### src/source/conv_pkg.sv
// ==============================
// convolution unit shared types
// fsm encodings and default sizes
// ==============================
`default_nettype none

package conv_pkg;

  // ==============================
  // default sizes
  // ==============================

  // word width in bits
  parameter int DEFAULT_BIT_WIDTH = 16;
  // elements per array
  parameter int DEFAULT_ARRAY_LENGTH = 4;
  // fraction bits, so 1.0 is 256 at the defaults
  parameter int DEFAULT_FRAC_BITS = 8;

  // ==============================
  // fsm encodings
  // ==============================

  // convolution block control
  typedef enum logic [1:0] {
    CONV_IDLE = 2'd0,
    CONV_CALC = 2'd1,
    CONV_DONE = 2'd2
  } conv_state_e;

  // iterative multiplier control
  typedef enum logic [1:0] {
    MULT_IDLE = 2'd0,
    MULT_BUSY = 2'd1,
    MULT_DONE = 2'd2
  } mult_state_e;

endpackage

`default_nettype wire
### src/source/convolution_unit.sv
// ==============================
// convolution unit top level
// operand joiner feeding the convolution block
// ==============================
`default_nettype none

module convolution_unit
  import conv_pkg::*;
#(
  parameter int BIT_WIDTH    = DEFAULT_BIT_WIDTH,
  parameter int ARRAY_LENGTH = DEFAULT_ARRAY_LENGTH,
  parameter int FRAC_BITS    = DEFAULT_FRAC_BITS
) (
  input  logic                 clk,
  input  logic                 rst_n,

  // input array
  input  logic                 input_val,
  output logic                 input_rdy,
  input  logic [BIT_WIDTH-1:0] input_msg [ARRAY_LENGTH-1:0],

  // filter array
  input  logic                 filter_val,
  output logic                 filter_rdy,
  input  logic [BIT_WIDTH-1:0] filter_msg [ARRAY_LENGTH-1:0],

  // output array
  output logic                 output_val,
  input  logic                 output_rdy,
  output logic [BIT_WIDTH-1:0] output_msg [ARRAY_LENGTH-1:0]
);

  // joiner to block
  logic                 pair_val;
  logic                 pair_rdy;
  logic [BIT_WIDTH-1:0] pair_input [ARRAY_LENGTH-1:0];
  logic [BIT_WIDTH-1:0] pair_filter [ARRAY_LENGTH-1:0];

  // decouples the two operand streams
  operand_join #(
    .BIT_WIDTH    (BIT_WIDTH),
    .ARRAY_LENGTH (ARRAY_LENGTH)
  ) u_join (
    .clk         (clk),
    .rst_n       (rst_n),
    .input_val   (input_val),
    .input_rdy   (input_rdy),
    .input_msg   (input_msg),
    .filter_val  (filter_val),
    .filter_rdy  (filter_rdy),
    .filter_msg  (filter_msg),
    .pair_val    (pair_val),
    .pair_rdy    (pair_rdy),
    .pair_input  (pair_input),
    .pair_filter (pair_filter)
  );

  // one pair computing here while the next waits in the joiner
  convolution_block #(
    .BIT_WIDTH    (BIT_WIDTH),
    .ARRAY_LENGTH (ARRAY_LENGTH),
    .FRAC_BITS    (FRAC_BITS)
  ) u_block (
    .clk         (clk),
    .rst_n       (rst_n),
    .pair_val    (pair_val),
    .pair_rdy    (pair_rdy),
    .pair_input  (pair_input),
    .pair_filter (pair_filter),
    .output_val  (output_val),
    .output_rdy  (output_rdy),
    .output_msg  (output_msg)
  );

endmodule

`default_nettype wire

### src/source/convolution_block.sv
// ==============================
// convolution block
// reversed elementwise products, one multiplier per lane
// ==============================
`default_nettype none

module convolution_block
  import conv_pkg::*;
#(
  parameter int BIT_WIDTH    = DEFAULT_BIT_WIDTH,
  parameter int ARRAY_LENGTH = DEFAULT_ARRAY_LENGTH,
  parameter int FRAC_BITS    = DEFAULT_FRAC_BITS
) (
  input  logic                 clk,
  input  logic                 rst_n,

  // joined operand pair
  input  logic                 pair_val,
  output logic                 pair_rdy,
  input  logic [BIT_WIDTH-1:0] pair_input [ARRAY_LENGTH-1:0],
  input  logic [BIT_WIDTH-1:0] pair_filter [ARRAY_LENGTH-1:0],

  // result array
  output logic                 output_val,
  input  logic                 output_rdy,
  output logic [BIT_WIDTH-1:0] output_msg [ARRAY_LENGTH-1:0]
);

  conv_state_e state, state_next;

  logic                    fire;
  logic                    all_done;
  logic                    capture;
  logic                    mult_send_rdy;
  logic [ARRAY_LENGTH-1:0] send_val_bus;
  logic [BIT_WIDTH-1:0]    lane_prod [ARRAY_LENGTH-1:0];

  // ==============================
  // handshakes
  // ==============================

  // accept a pair only while idle
  assign pair_rdy   = (state == CONV_IDLE);
  assign fire       = pair_val && pair_rdy;
  assign output_val = (state == CONV_DONE);

  // lanes start together with equal latency, so they also finish together
  assign all_done = &send_val_bus;
  assign capture  = (state == CONV_CALC) && all_done;

  // results taken only while calculating, state based
  assign mult_send_rdy = (state == CONV_CALC);

  // ==============================
  // control fsm
  // ==============================
  always_comb begin
    state_next = state;
    case (state)
      CONV_IDLE: if (fire) state_next = CONV_CALC;
      CONV_CALC: if (all_done) state_next = CONV_DONE;
      CONV_DONE: if (output_rdy) state_next = CONV_IDLE;
      default:   state_next = CONV_IDLE;
    endcase
  end

  always_ff @(posedge clk or negedge rst_n) begin
    if (!rst_n) begin
      state <= CONV_IDLE;
    end else begin
      state <= state_next;
    end
  end

  // result register, held through back-pressure
  always_ff @(posedge clk) begin
    if (capture) output_msg <= lane_prod;
  end

  // ==============================
  // multiplier lanes
  // ==============================
  // output[i] = input[i] * filter[n-1-i]
  // recv_rdy left open, every lane is idle whenever the fsm is idle
  for (genvar i = 0; i < ARRAY_LENGTH; i++) begin : g_lane
    fixed_point_multiplier #(
      .BIT_WIDTH (BIT_WIDTH),
      .FRAC_BITS (FRAC_BITS)
    ) u_mult (
      .clk      (clk),
      .rst_n    (rst_n),
      .recv_val (fire),
      .recv_rdy (),
      .a        (pair_input[i]),
      .b        (pair_filter[ARRAY_LENGTH-1-i]),
      .send_val (send_val_bus[i]),
      .send_rdy (mult_send_rdy),
      .c        (lane_prod[i])
    );
  end

endmodule

`default_nettype wire

### src/source/operand_join.sv
// ==============================
// operand joiner
// one-entry buffer per stream, joined pair out
// ==============================
`default_nettype none

module operand_join
  import conv_pkg::*;
#(
  parameter int BIT_WIDTH    = DEFAULT_BIT_WIDTH,
  parameter int ARRAY_LENGTH = DEFAULT_ARRAY_LENGTH
) (
  input  logic                 clk,
  input  logic                 rst_n,

  // input array stream
  input  logic                 input_val,
  output logic                 input_rdy,
  input  logic [BIT_WIDTH-1:0] input_msg [ARRAY_LENGTH-1:0],

  // filter array stream
  input  logic                 filter_val,
  output logic                 filter_rdy,
  input  logic [BIT_WIDTH-1:0] filter_msg [ARRAY_LENGTH-1:0],

  // joined pair to the block
  output logic                 pair_val,
  input  logic                 pair_rdy,
  output logic [BIT_WIDTH-1:0] pair_input [ARRAY_LENGTH-1:0],
  output logic [BIT_WIDTH-1:0] pair_filter [ARRAY_LENGTH-1:0]
);

  logic                 input_full;
  logic                 filter_full;
  logic                 pair_take;
  logic [BIT_WIDTH-1:0] input_buf [ARRAY_LENGTH-1:0];
  logic [BIT_WIDTH-1:0] filter_buf [ARRAY_LENGTH-1:0];

  // ready only on empty buffers, never looks at val
  assign input_rdy  = !input_full;
  assign filter_rdy = !filter_full;

  // pair exists once both sides are held
  assign pair_val  = input_full && filter_full;
  assign pair_take = pair_val && pair_rdy;

  // full flags
  // a buffer cannot fill and drain in the same cycle
  always_ff @(posedge clk or negedge rst_n) begin
    if (!rst_n) begin
      input_full  <= 1'b0;
      filter_full <= 1'b0;
    end else if (pair_take) begin
      input_full  <= 1'b0;
      filter_full <= 1'b0;
    end else begin
      if (input_val && input_rdy) input_full <= 1'b1;
      if (filter_val && filter_rdy) filter_full <= 1'b1;
    end
  end

  // buffer payloads, each on its own transfer
  always_ff @(posedge clk) begin
    if (input_val && input_rdy) input_buf <= input_msg;
    if (filter_val && filter_rdy) filter_buf <= filter_msg;
  end

  assign pair_input  = input_buf;
  assign pair_filter = filter_buf;

endmodule

`default_nettype wire

### src/source/fixed_point_multiplier.sv
// ==============================
// iterative signed fixed-point multiplier
// one multiplier bit per cycle, val/rdy in and out
// ==============================
`default_nettype none

module fixed_point_multiplier
  import conv_pkg::*;
#(
  parameter int BIT_WIDTH = DEFAULT_BIT_WIDTH,
  parameter int FRAC_BITS = DEFAULT_FRAC_BITS
) (
  input  logic                 clk,
  input  logic                 rst_n,

  // request side
  input  logic                 recv_val,
  output logic                 recv_rdy,
  input  logic [BIT_WIDTH-1:0] a,
  input  logic [BIT_WIDTH-1:0] b,

  // response side
  output logic                 send_val,
  input  logic                 send_rdy,
  output logic [BIT_WIDTH-1:0] c
);

  localparam int CNT_W  = (BIT_WIDTH > 1) ? $clog2(BIT_WIDTH) : 1;
  localparam int PROD_W = 2 * BIT_WIDTH;

  mult_state_e state, state_next;

  logic                     accept;
  logic                     take;
  logic                     last_bit;
  logic [CNT_W-1:0]         bit_cnt;
  logic [BIT_WIDTH-1:0]     a_mag;
  logic [BIT_WIDTH-1:0]     b_mag;
  logic [PROD_W-1:0]        mcand;
  logic [BIT_WIDTH-1:0]     mplier;
  logic [PROD_W-1:0]        acc;
  logic [PROD_W-1:0]        acc_sum;
  logic                     neg;
  logic [PROD_W-1:0]        prod;
  logic signed [PROD_W-1:0] prod_shifted;

  // handshakes
  assign recv_rdy = (state == MULT_IDLE);
  assign send_val = (state == MULT_DONE);
  assign accept   = recv_val && recv_rdy;
  assign take     = send_val && send_rdy;

  // magnitudes, most negative word maps to 2**(BIT_WIDTH-1) unsigned
  assign a_mag = a[BIT_WIDTH-1] ? -a : a;
  assign b_mag = b[BIT_WIDTH-1] ? -b : b;

  // one partial product per cycle
  assign acc_sum  = mplier[0] ? (acc + mcand) : acc;
  assign last_bit = (bit_cnt == CNT_W'(BIT_WIDTH - 1));

  // ==============================
  // control
  // ==============================
  always_comb begin
    state_next = state;
    case (state)
      MULT_IDLE: if (accept) state_next = MULT_BUSY;
      MULT_BUSY: if (last_bit) state_next = MULT_DONE;
      MULT_DONE: if (take) state_next = MULT_IDLE;
      default:   state_next = MULT_IDLE;
    endcase
  end

  always_ff @(posedge clk or negedge rst_n) begin
    if (!rst_n) begin
      state   <= MULT_IDLE;
      bit_cnt <= '0;
    end else begin
      state <= state_next;
      if (accept) begin
        bit_cnt <= '0;
      end else if (state == MULT_BUSY) begin
        bit_cnt <= bit_cnt + 1'b1;
      end
    end
  end

  // ==============================
  // shift-add datapath
  // ==============================
  always_ff @(posedge clk) begin
    if (accept) begin
      mcand  <= {{BIT_WIDTH{1'b0}}, a_mag};
      mplier <= b_mag;
      acc    <= '0;
      neg    <= a[BIT_WIDTH-1] ^ b[BIT_WIDTH-1];
    end else if (state == MULT_BUSY) begin
      acc    <= acc_sum;
      mcand  <= mcand << 1;
      mplier <= mplier >> 1;
    end
  end

  // restore sign, drop fraction bits, truncate to word
  assign prod         = neg ? -acc : acc;
  assign prod_shifted = $signed(prod) >>> FRAC_BITS;
  assign c            = prod_shifted[BIT_WIDTH-1:0];

endmodule

`default_nettype wire

### config.mk
export PLATFORM = sky130hd
export DESIGN_NAME = convolution_unit
export DESIGN_NICKNAME = d
export VERILOG_FILES = /design/src/source/conv_pkg.sv /design/src/source/convolution_unit.sv /design/src/source/convolution_block.sv /design/src/source/operand_join.sv /design/src/source/fixed_point_multiplier.sv
export SDC_FILE = /design/constraint.sdc
export NUM_CORES = 1
export LEC_CHECK = 0
export ABC_CLOCK_PERIOD_IN_PS = 5600
export BUFFER_PORTS_ARGS = -buffer_cell sky130_fd_sc_hd__buf_2
export CELL_PAD_IN_SITES_DETAIL_PLACEMENT = 0
export CELL_PAD_IN_SITES_GLOBAL_PLACEMENT = 2
export CORE_UTILIZATION = 43
export DETAILED_ROUTE_END_ITERATION = 12
export PLACE_DENSITY = 0.95
export SYNTH_ARGS = -nofsm -noshare
export SYNTH_HDL_FRONTEND = slang
export SYNTH_HIERARCHICAL = 1
export SYNTH_SLANG_ARGS = --single-unit
### constraint.sdc
create_clock -name clk -period 5.6 [get_ports clk]
set_clock_uncertainty 0.05 [all_clocks]
set_input_delay 0.56 -clock clk [delete_from_list [all_inputs] [get_ports clk]]
set_output_delay 0.56 -clock clk [all_outputs]
set_load 0.03 [all_outputs]
# Word-level counts from Yosys, hierarchy flattened
# Cells that the tools add are included.
classes:
  addsub: 20
  eq_ne: 29
  mux: 60
  bitwise: 4
  n_reduce_logical: 36
ops:
  columns: ["operator", "n"]
  rows:
  - ["2-to-1 mux 16 bit", 24]
  - ["adder 32 bit", 4]
  - ["negator 16 bit", 8]
  - ["2-to-1 mux 24 bit", 4]
  - ["negator 24 bit", 4]
  - ["2-to-1 mux 4 bit", 8]
  - ["2-to-1 mux 2 bit", 15]
  - ["one-hot mux 2 bit (3 select lines)", 5]
  - ["inequality test 2 x 1 -> 1 bit, second input constant", 10]
  - ["adder 4 x 1 -> 4 bit, second input constant", 4]
  - ["== test 4 bit, second input constant", 4]
  - ["AND reduction 3 bit", 5]
  - ["logical AND 1 bit", 13]
  - ["nonzero test 2 bit", 6]
  - ["== test 2 x 1 -> 1 bit, second input constant", 5]
  - ["== test 2 bit, second input constant", 5]
  - ["logical NOT 2 bit", 5]
  - ["inequality test 2 bit, second input constant", 5]
  - ["AND reduction 2 bit", 4]
  - ["2-to-1 mux 1 bit", 4]
  - ["AND reduction 4 bit", 1]
  - ["XOR 1 bit", 4]
  - ["logical NOT 1 bit", 2]
word_totals:
  register_bits: 544
  in_bits: 133
  output_inout_bits: 67

# Depth between registers and ports, before layout
# Gate-level depths: netlist of run 1.
depth:
  depth_word: 5
  depth_mapped: 10
  mapped_depth_nobuf: 9

# Hierarchy
# The synthesis of run 1 kept the hierarchy.
by_module_without_submodules:
  columns: ["module", "instances", "cells_per_inst", "area_per_inst_um2", "seq_area_each_um2"]
  rows:
  - ["fixed_point_multiplier (u_block.g_lane[0].u_mult ...)", 3, 576, 4885.9, 1781.7]
  - ["fixed_point_multiplier (u_block.g_lane[1].u_mult)", 1, 560, 4768.3, 1781.7]
  - ["operand_join", 1, 138, 3941.3, 3893.7]
  - ["convolution_block", 1, 76, 2039.5, 1971.9]

# Least setup slack after synthesis of run 1
# OpenSTA, ideal clock, no wires.
synth_timing:
  kind: "reg2reg"
  start: "reg u_block.g_lane[2].u_mult.state[0]"
  end: "reg u_block/output_msg[0] (netlist name), enable pin"
  setup_time_ps: 429
  arrival_ps: 2273
  t_required_ps: 5121
  path_slack_ps: 2848
  stages_incl_launch_ff: 4
  path_buffers: 0
  period_less_slack_ps: 2752
  path_cell_list: "dfrtp_1 > nor2b_1 > and4_4 > and2_1"
synth_between:
  elab_chain_cells: 3
synth_rtl:
  columns: ["element", "line", "source"]
  rows:
  - ["from (decl)", "fixed_point_multiplier.sv:31", "mult_state_e state, state_next;"]
  - ["from (signal assigned)", "fixed_point_multiplier.sv:79", "state <= state_next;"]
  - ["== test 2 bit", "fixed_point_multiplier.sv:49", "assign send_val = (state == MULT_DONE);"]
  - ["via u_block.send_val_bus[2]", "convolution_block.sv:35", "logic [ARRAY_LENGTH-1:0] send_val_bus;"]
  - ["AND reduction 4 bit", "convolution_block.sv:48", "assign all_done = &send_val_bus;"]
  - ["logical AND 1 bit", "convolution_block.sv:49", "assign capture = (state == CONV_CALC) && all_done;"]
  - ["via u_block.capture", "convolution_block.sv:33", "logic capture;"]
  - ["to (signal assigned)", "convolution_block.sv:77", "if (capture) output_msg <= lane_prod;"]
  - ["to (decl)", "convolution_block.sv:26", "output logic [BIT_WIDTH-1:0] output_msg [ARRAY_LENGTH-1:0]"]
# The timed path passes the listed nets, and every way through them passes these cells.
# A chain may end at the register's enable or synchronous reset.

# Worst setup path in the final report of run 1
layout_timing:
  start: "reg u_join.filter_full"
  end: "reg u_block.g_lane[0].u_mult.mcand[2], enable pin"
layout_between:
  elab_chain_cells: 4
layout_rtl:
  columns: ["element", "line", "source"]
  rows:
  - ["from (decl)", "operand_join.sv:34", "logic filter_full;"]
  - ["from (signal assigned)", "operand_join.sv:52", "filter_full <= 1'b0;"]
  - ["from (signal assigned)", "operand_join.sv:55", "filter_full <= 1'b0;"]
  - ["from (signal assigned)", "operand_join.sv:58", "if (filter_val && filter_rdy) filter_full <= 1'b1;"]
  - ["logical AND 1 bit", "operand_join.sv:44", "assign pair_val = input_full && filter_full;"]
  - ["via pair_val", "convolution_unit.sv:34", "logic pair_val;"]
  - ["logical AND 1 bit", "convolution_block.sv:44", "assign fire = pair_val && pair_rdy;"]
  - ["via u_block.fire", "convolution_block.sv:31", "logic fire;"]
  - ["logical AND 1 bit", "fixed_point_multiplier.sv:50", "assign accept = recv_val && recv_rdy;"]
  - ["nonzero test 2 bit (no source line)", null, null]
  - ["to (signal assigned)", "fixed_point_multiplier.sv:93", "mcand <= {{BIT_WIDTH{1'b0}}, a_mag};"]
  - ["to (signal assigned)", "fixed_point_multiplier.sv:99", "mcand <= mcand << 1;"]
  - ["to (decl)", "fixed_point_multiplier.sv:39", "logic [PROD_W-1:0] mcand;"]
# The timed path passes the listed nets, and every way through them passes these cells.

==> impl_metrics.toml, run 1 <==
[global_route]
grt_pass1_vias = 18005
antenna_found_initial = 11
grt_max_degree = 68
grt_pass1_wl_mm = 90.9
grt_overflow_total = 0
grt_usage_pct = 18.6

[sta]
period_needed_ps = 3260
fmax_mhz = 307
hold_viol_final = 0
whs_ps = 69.3
max-slew-margin-rel_pct = 19.1
setup_viol = 0
rsz0062_at_grt = "false"
setup_tns_ps = 0
fin_crit_sh_pct = 58.2
tightestPinTransition_ps = 1210
slew_violations = 0

[synthesis]
synth_simple_gate_area_share_pct = 15.0
synth_xor_area_share_pct = 7.52
synth_area_leaders = "edfxtp_1, dfxtp_1, nand2_1, ha_1, o21ai_0"
syn_inst = 2502
avgSynthCellArea_um2 = 10.2
yosysWarnings = 6
synth_flop_cell = "edfxtp_1"
synth_fa_ha_area_share_pct = 5.44
syn_area_um2 = 25400
synth_top_family_by_area = "compound AO/OA/AOI/OAI gates"
ys_ff_latch = 480
synth.mux.area_fraction_pct = 0.591
netlist.area_leader.share_pct = 38.3
synth_edf_count = 324
synth_top_cell_by_area = "edfxtp_1"
synthesis.nets = 2743
synth_compound_area_share_pct = 17.9
ys_types = 71
synth_common_cells = "nand2_1, edfxtp_1, o21ai_0"
async_flop_share_pct = 5.83
yosysMostFrequentCell = "nand2_1"
yosysSeqAreaShare_pct = 51.1

[critical_path]
endpoint = "u_block/g_lane[0].u_mult/mcand[2]"
required_ps = 5780
crit_type = "flip-flop to flip-flop"
worstPathCellList = "inv_1 -> nor2_1 -> and2_1 -> nand2_2 -> inv_1 -> nor2_1 -> inv_1"
worstReg2RegEnd = "u_block/g_lane[0].u_mult/mcand[2]"
crit_path_end_kind = "flip-flop"
worstPathMaxFanout = 67
critPathTopFamily = "buffers and inverters"
timing.critical_path.from = "u_join/filter_full"
worstSetupStartpointType = "flip-flop"
max_stage_delay_ps = 940
crit_top_cell = "inv_1"
crit_slowest_cell = "inv_1"
ff2ff_setup_slack_ps = 2340
crit-reg2reg-launch = "u_join/filter_full"
reg2reg_depth = 7
worst-path-stages = 7
arrival_ps = 3430
path_buf_inv = 3

[drt]
num_vias = 18507
drtAntennaViolNets = 0
totalWireLength_mm = 55.8
drtIter0Drc = 994
vias_per_cell = 5.34
drtPass1Iterations = 8
drcViolationCount = 0
wl_per_cell_um = 16.1

[clock_network]
cts_htree_levels = 2
root_buffer = "clkbuf_16"
path_clk_slew_ps = 60
numClockSinks = 480
tritoncts = "built"
insertion_delay_ps = 620
cts_buffer_depth = 3
cts_setup_buffers = 0
cts-hold-fix-buffers = 1
cts_resized = 0
cts_made_buffers = 53

[die]
rows = 88
core_area_um2 = 58000
initial_core_util_pct = 43.8
chipWidth_um = 245
die-height_um = 245
dieArea_um2 = 60100
io_pins = 200

[pwr]
p_leak_uw = 0.0117
power_density_nw_per_um2 = 575
total_power_uw = 16500
vdd_drop_max_mv = 0.288

[placement]
place_congestion = 0.867
post_dp_cell_area_um2 = 27000
io_buffers = 199
dp_hpwl_mm = 40.7

[min_path]
hold_class = "input pin to flip-flop"

[run_status]
status = "finished clean"

[final_layout]
synthToLayoutAreaGrowth_pct = 13.2
fin_nets = 2899
nFillCells = 5288
fin_area_um2 = 28800
multi_input_area_um2 = 11800
drive_gt1_share_pct = 12.6
regArea_um2 = 13000

[job]
cap_violations = 0
## flip-flops by register name (all words and copies together), names as in the netlist
signal and flops:
u_block/g_lane.u_mult/acc 96, u_block/g_lane.u_mult/bit_cnt 16, u_block/g_lane.u_mult/mcand 96, u_block/g_lane.u_mult/mplier 64
u_block/g_lane.u_mult/neg 4, u_block/g_lane.u_mult/state 8, u_block/output_msg 64, u_block/state 2
u_join/filter_full 1, u_join/input_full 1, u_join/pair_filter 64, u_join/pair_input 64
## how the worst min path moves through the flow
stage,start,endpoint,slack [ps],cells past startpoint
floorplan,rst_n,u_block/g_lane[0].u_mult/bit_cnt[0],210,0
global placement,u_block/state[1],u_block/state[0],400,1
global route,filter_msg[63],u_join/pair_filter[63],40,1
finish,input_msg[15],u_join/pair_input[15],70,1
CTS,input_msg[15],u_join/pair_input[15],20,1
detailed placement,u_block/g_lane[0].u_mult/mcand[17],u_block/g_lane[0].u_mult/mcand[18],420,2
## power breakdown
group / total (µW) / internal [µW] / switching [µW] / leakage (µW)
combinational: 6990 / 2910 / 4080 / 0.00638
clock: 3400 / 1980 / 1420 / 0.000826
sequential: 6160 / 5160 / 996 / 0.00445
total: 16500 / 10100 / 6490 / 0.0117
## routing by layer
metal  track usage, %  up-vias  routed length [µm]  share of wire, %
met1             24.3     8602               25700                46
met3             3.33       95                2660               4.8
met5                0        -                  78              0.14
met4             6.01       14                1320               2.4
met2             31.0      332               26000                47
li1                 -     9464                   -                 -
## kinds of logic after synthesis
kind of cell	count (synthesis)
AO/OA/AOI/OAI	729
buffers and inverters	164
AND/OR/NAND/NOR	788
multiplexers	15
XOR/XNOR	218
adder cells (fa/ha/maj)	108
flip-flops	480
## area by class of cell
cell class,count,area share (%)
Sequential cell,480,45.2
Clock inverter,24,0.796
Antenna cell,1,0.00870
Clock buffer,75,5.15
Timing Repair Buffer,212,3.81
Tap cell,765,3.33
Multi-Input combinational cell,1858,41.0
Inverter,53,0.692
## per-stage QoR
stage	setup WS, ps	utilization [%]	std cells
6_report	2340	49.6	3468
4_1_cts	2290	49.6	3467
3_3_place_gp	2370	46.6	3367
5_1_grt	1890	49.6	3467
3_5_place_dp	2300	46.6	3367
2_1_floorplan	2850	-	2502
## cell usage in the layout, fill, tap and decap left out, types with 8 or more instances in the layout
cell,instances
o31ai_1,39
a21oi_1,174
nand3_1,45
a31oi_1,26
xnor2_1,96
dfrtp_1,28
mux2i_1,15
and3_1,26
nand3b_1,11
o21bai_1,8
edfxtp_1,324
ha_1,104
nor2_1,90
and2_1,13
nor2b_1,18
or4_1,23
nor3_1,24
o211ai_1,13
a21o_1,85
nand4_1,9
buf_4,12
buf_2,199
a211oi_1,34
o21ai_1,18
or3_1,26
nand2b_1,24
clkbuf_16,54
xor2_1,122
inv_1,52
dfxtp_1,128
o21a_1,21
o41ai_1,16
clkbuf_1,16
o21ai_0,236
nand2_1,428
(Power assumes the default switching activity.)
==> run 2, diff against run 1 <==
ABC_CLOCK_PERIOD_IN_PS = 2700   (was 5600)
CORE_UTILIZATION = 36   (was 43)
PLACE_DENSITY = 0.89   (was 0.95)
clock period = 2.7 ns   (was 5.6 ns; I/O delays follow)
==> impl_metrics.toml, run 2 (synthesis gave the netlist of run 1 again) <==
[run_status]
status = "finished clean"

[sta]
fmax_mhz = 384
setup_viol = 0
fin_crit_sh_pct = 96.5
slew_violations = 0
whs_ps = 249
setup_tns_ps = 0
hold_viol_final = 0
max-slew-margin-rel_pct = 43.6
tightestPinTransition_ps = 843
period_needed_ps = 2610
fin_ws_ps = 94.6

[placement]
io_buffers = 199
dp_hpwl_mm = 44.8
dp_slack_ps = 8.06
post_dp_cell_area_um2 = 27800
place_congestion = 0.880

[global_route]
grt_overflow_total = 0
antenna_found_initial = 7
grt_usage_pct = 17.4
grt_pass1_vias = 18976
grt_max_degree = 67
grt_pass1_wl_mm = 100

[final_layout]
drive_gt1_share_pct = 15.1
final_cell_mix = "nand2_1, edfxtp_1, o21ai_0"
largest_registers = "u_block/g_lane.u_mult/acc (96), u_block/g_lane.u_mult/mcand (96)"
fin_area_um2 = 31100
final_common_cell = "nand2_1"
synthToLayoutAreaGrowth_pct = 22.3
fin_nets = 3100
antennaDiodeCount = 0

[job]
cap_violations = 0

[pwr]
total_power_uw = 36100
p_leak_uw = 0.0126
vdd_drop_max_mv = 0.565
power_density_nw_per_um2 = 1160

[drt]
drtIter0Drc = 999
drtPass1Iterations = 5
wl_per_cell_um = 16.4
vias_per_cell = 5.10
drcViolationCount = 0
totalWireLength_mm = 63.1
num_vias = 19613
drtAntennaViolNets = 0

[critical_path]
worst-path-stages = 8
reg2reg_depth = 8
path_buf_inv = 0
worstSetupStartpointType = "flip-flop"
crit_path_end_kind = "flip-flop"
arrival_ps = 3060
crit_top_cell = "a211o_1"
max_stage_delay_ps = 460
worstPathCellList = "ha_1 -> a211o_1 -> a21oi_2 -> a211o_1 -> a21boi_1 -> o2111a_1 -> or3_1 -> a32o_1"
worstPathMaxFanout = 3
required_ps = 3160
crit_type = "flip-flop to flip-flop"
critPathTopFamily = "compound AO/OA/AOI/OAI gates"
crit_slowest_cell = "edfxtp_1"

[clock_network]
path_clk_slew_ps = 60
cts_buffer_depth = 3
cts_made_buffers = 54
tritoncts = "built"
insertion_delay_ps = 610
root_buffer = "clkbuf_16"
cts_htree_levels = 2
numClockSinks = 480

[min_path]
hold_class = "input pin to asynchronous set/reset pin"

[die]
chipWidth_um = 268
initial_core_util_pct = 36.3
core_area_um2 = 69900
io_pins = 200
die-height_um = 268
dieArea_um2 = 71600
rows = 97
-- run 2: worst register-to-register path, delay by kind of cell (launching register included) --
family                     cells  cell delay (ps)
AOI/OAI and AO/OA              6             1310
adders and majority gates      1              340
and+or+nand+nor                1              340
DFF                            1              460
-- run 2: area by class of cell --
cell class,count,area [µm²]
inverter,53,199
clock buffer,68,1460
fill,6625,38800
multi-input combinational,1858,11900
tap,940,1180
clock inverter,34,340
timing repair buffer,412,3000
sequential,480,13000
-- run 2: final timing paths --
path	start	to	slack (ps)
max	u_block/g_lane[3].u_mult/mcand[1]	u_block/g_lane[3].u_mult/acc[21]	90
min	rst_n	u_join/filter_full	250
max reg2reg	u_block/g_lane[3].u_mult/mcand[1]	u_block/g_lane[3].u_mult/acc[21]	90
min reg2reg	u_block/g_lane[2].u_mult/mcand[17]	u_block/g_lane[2].u_mult/mcand[18]	430
max in group asynchronous	rst_n	u_block/g_lane[1].u_mult/state[0]	1880
min in group clk	input_msg[49]	u_join/pair_input[49]	310
-- run 2: what timing repair did --
item / CTS / global route
endpoints found under the setup margin: 1 / 20
setup buffers: 0 / 5
pin swaps: 0 / 11
endpoints found under the hold margin: 159 / 0
hold buffers: 132 / 0
gates resized for setup: 1 / 21
-- run 2: power breakdown --
part           internal [µW]  switching, µW  total [µW]
registers              10700           1950       12600
logic                   6910           9040       15900
clock network           4410           3100        7510
total                  22000          14100       36100
-- run 2: metrics by stage --
step	util (%)	instances
detailed placement	39.8	3606
floorplan	-	2502
global route	44.4	3845
global placement	39.8	3606
CTS	44.3	3840
finish	44.4	3845
-- run 2: routing by layer --
metal | GRT usage (%) | part of all wire (%)
met5 | 0 | 0.16
met3 | 2.76 | 4.3
met2 | 28.3 | 46
met4 | 5.34 | 2.4
met1 | 23.8 | 47
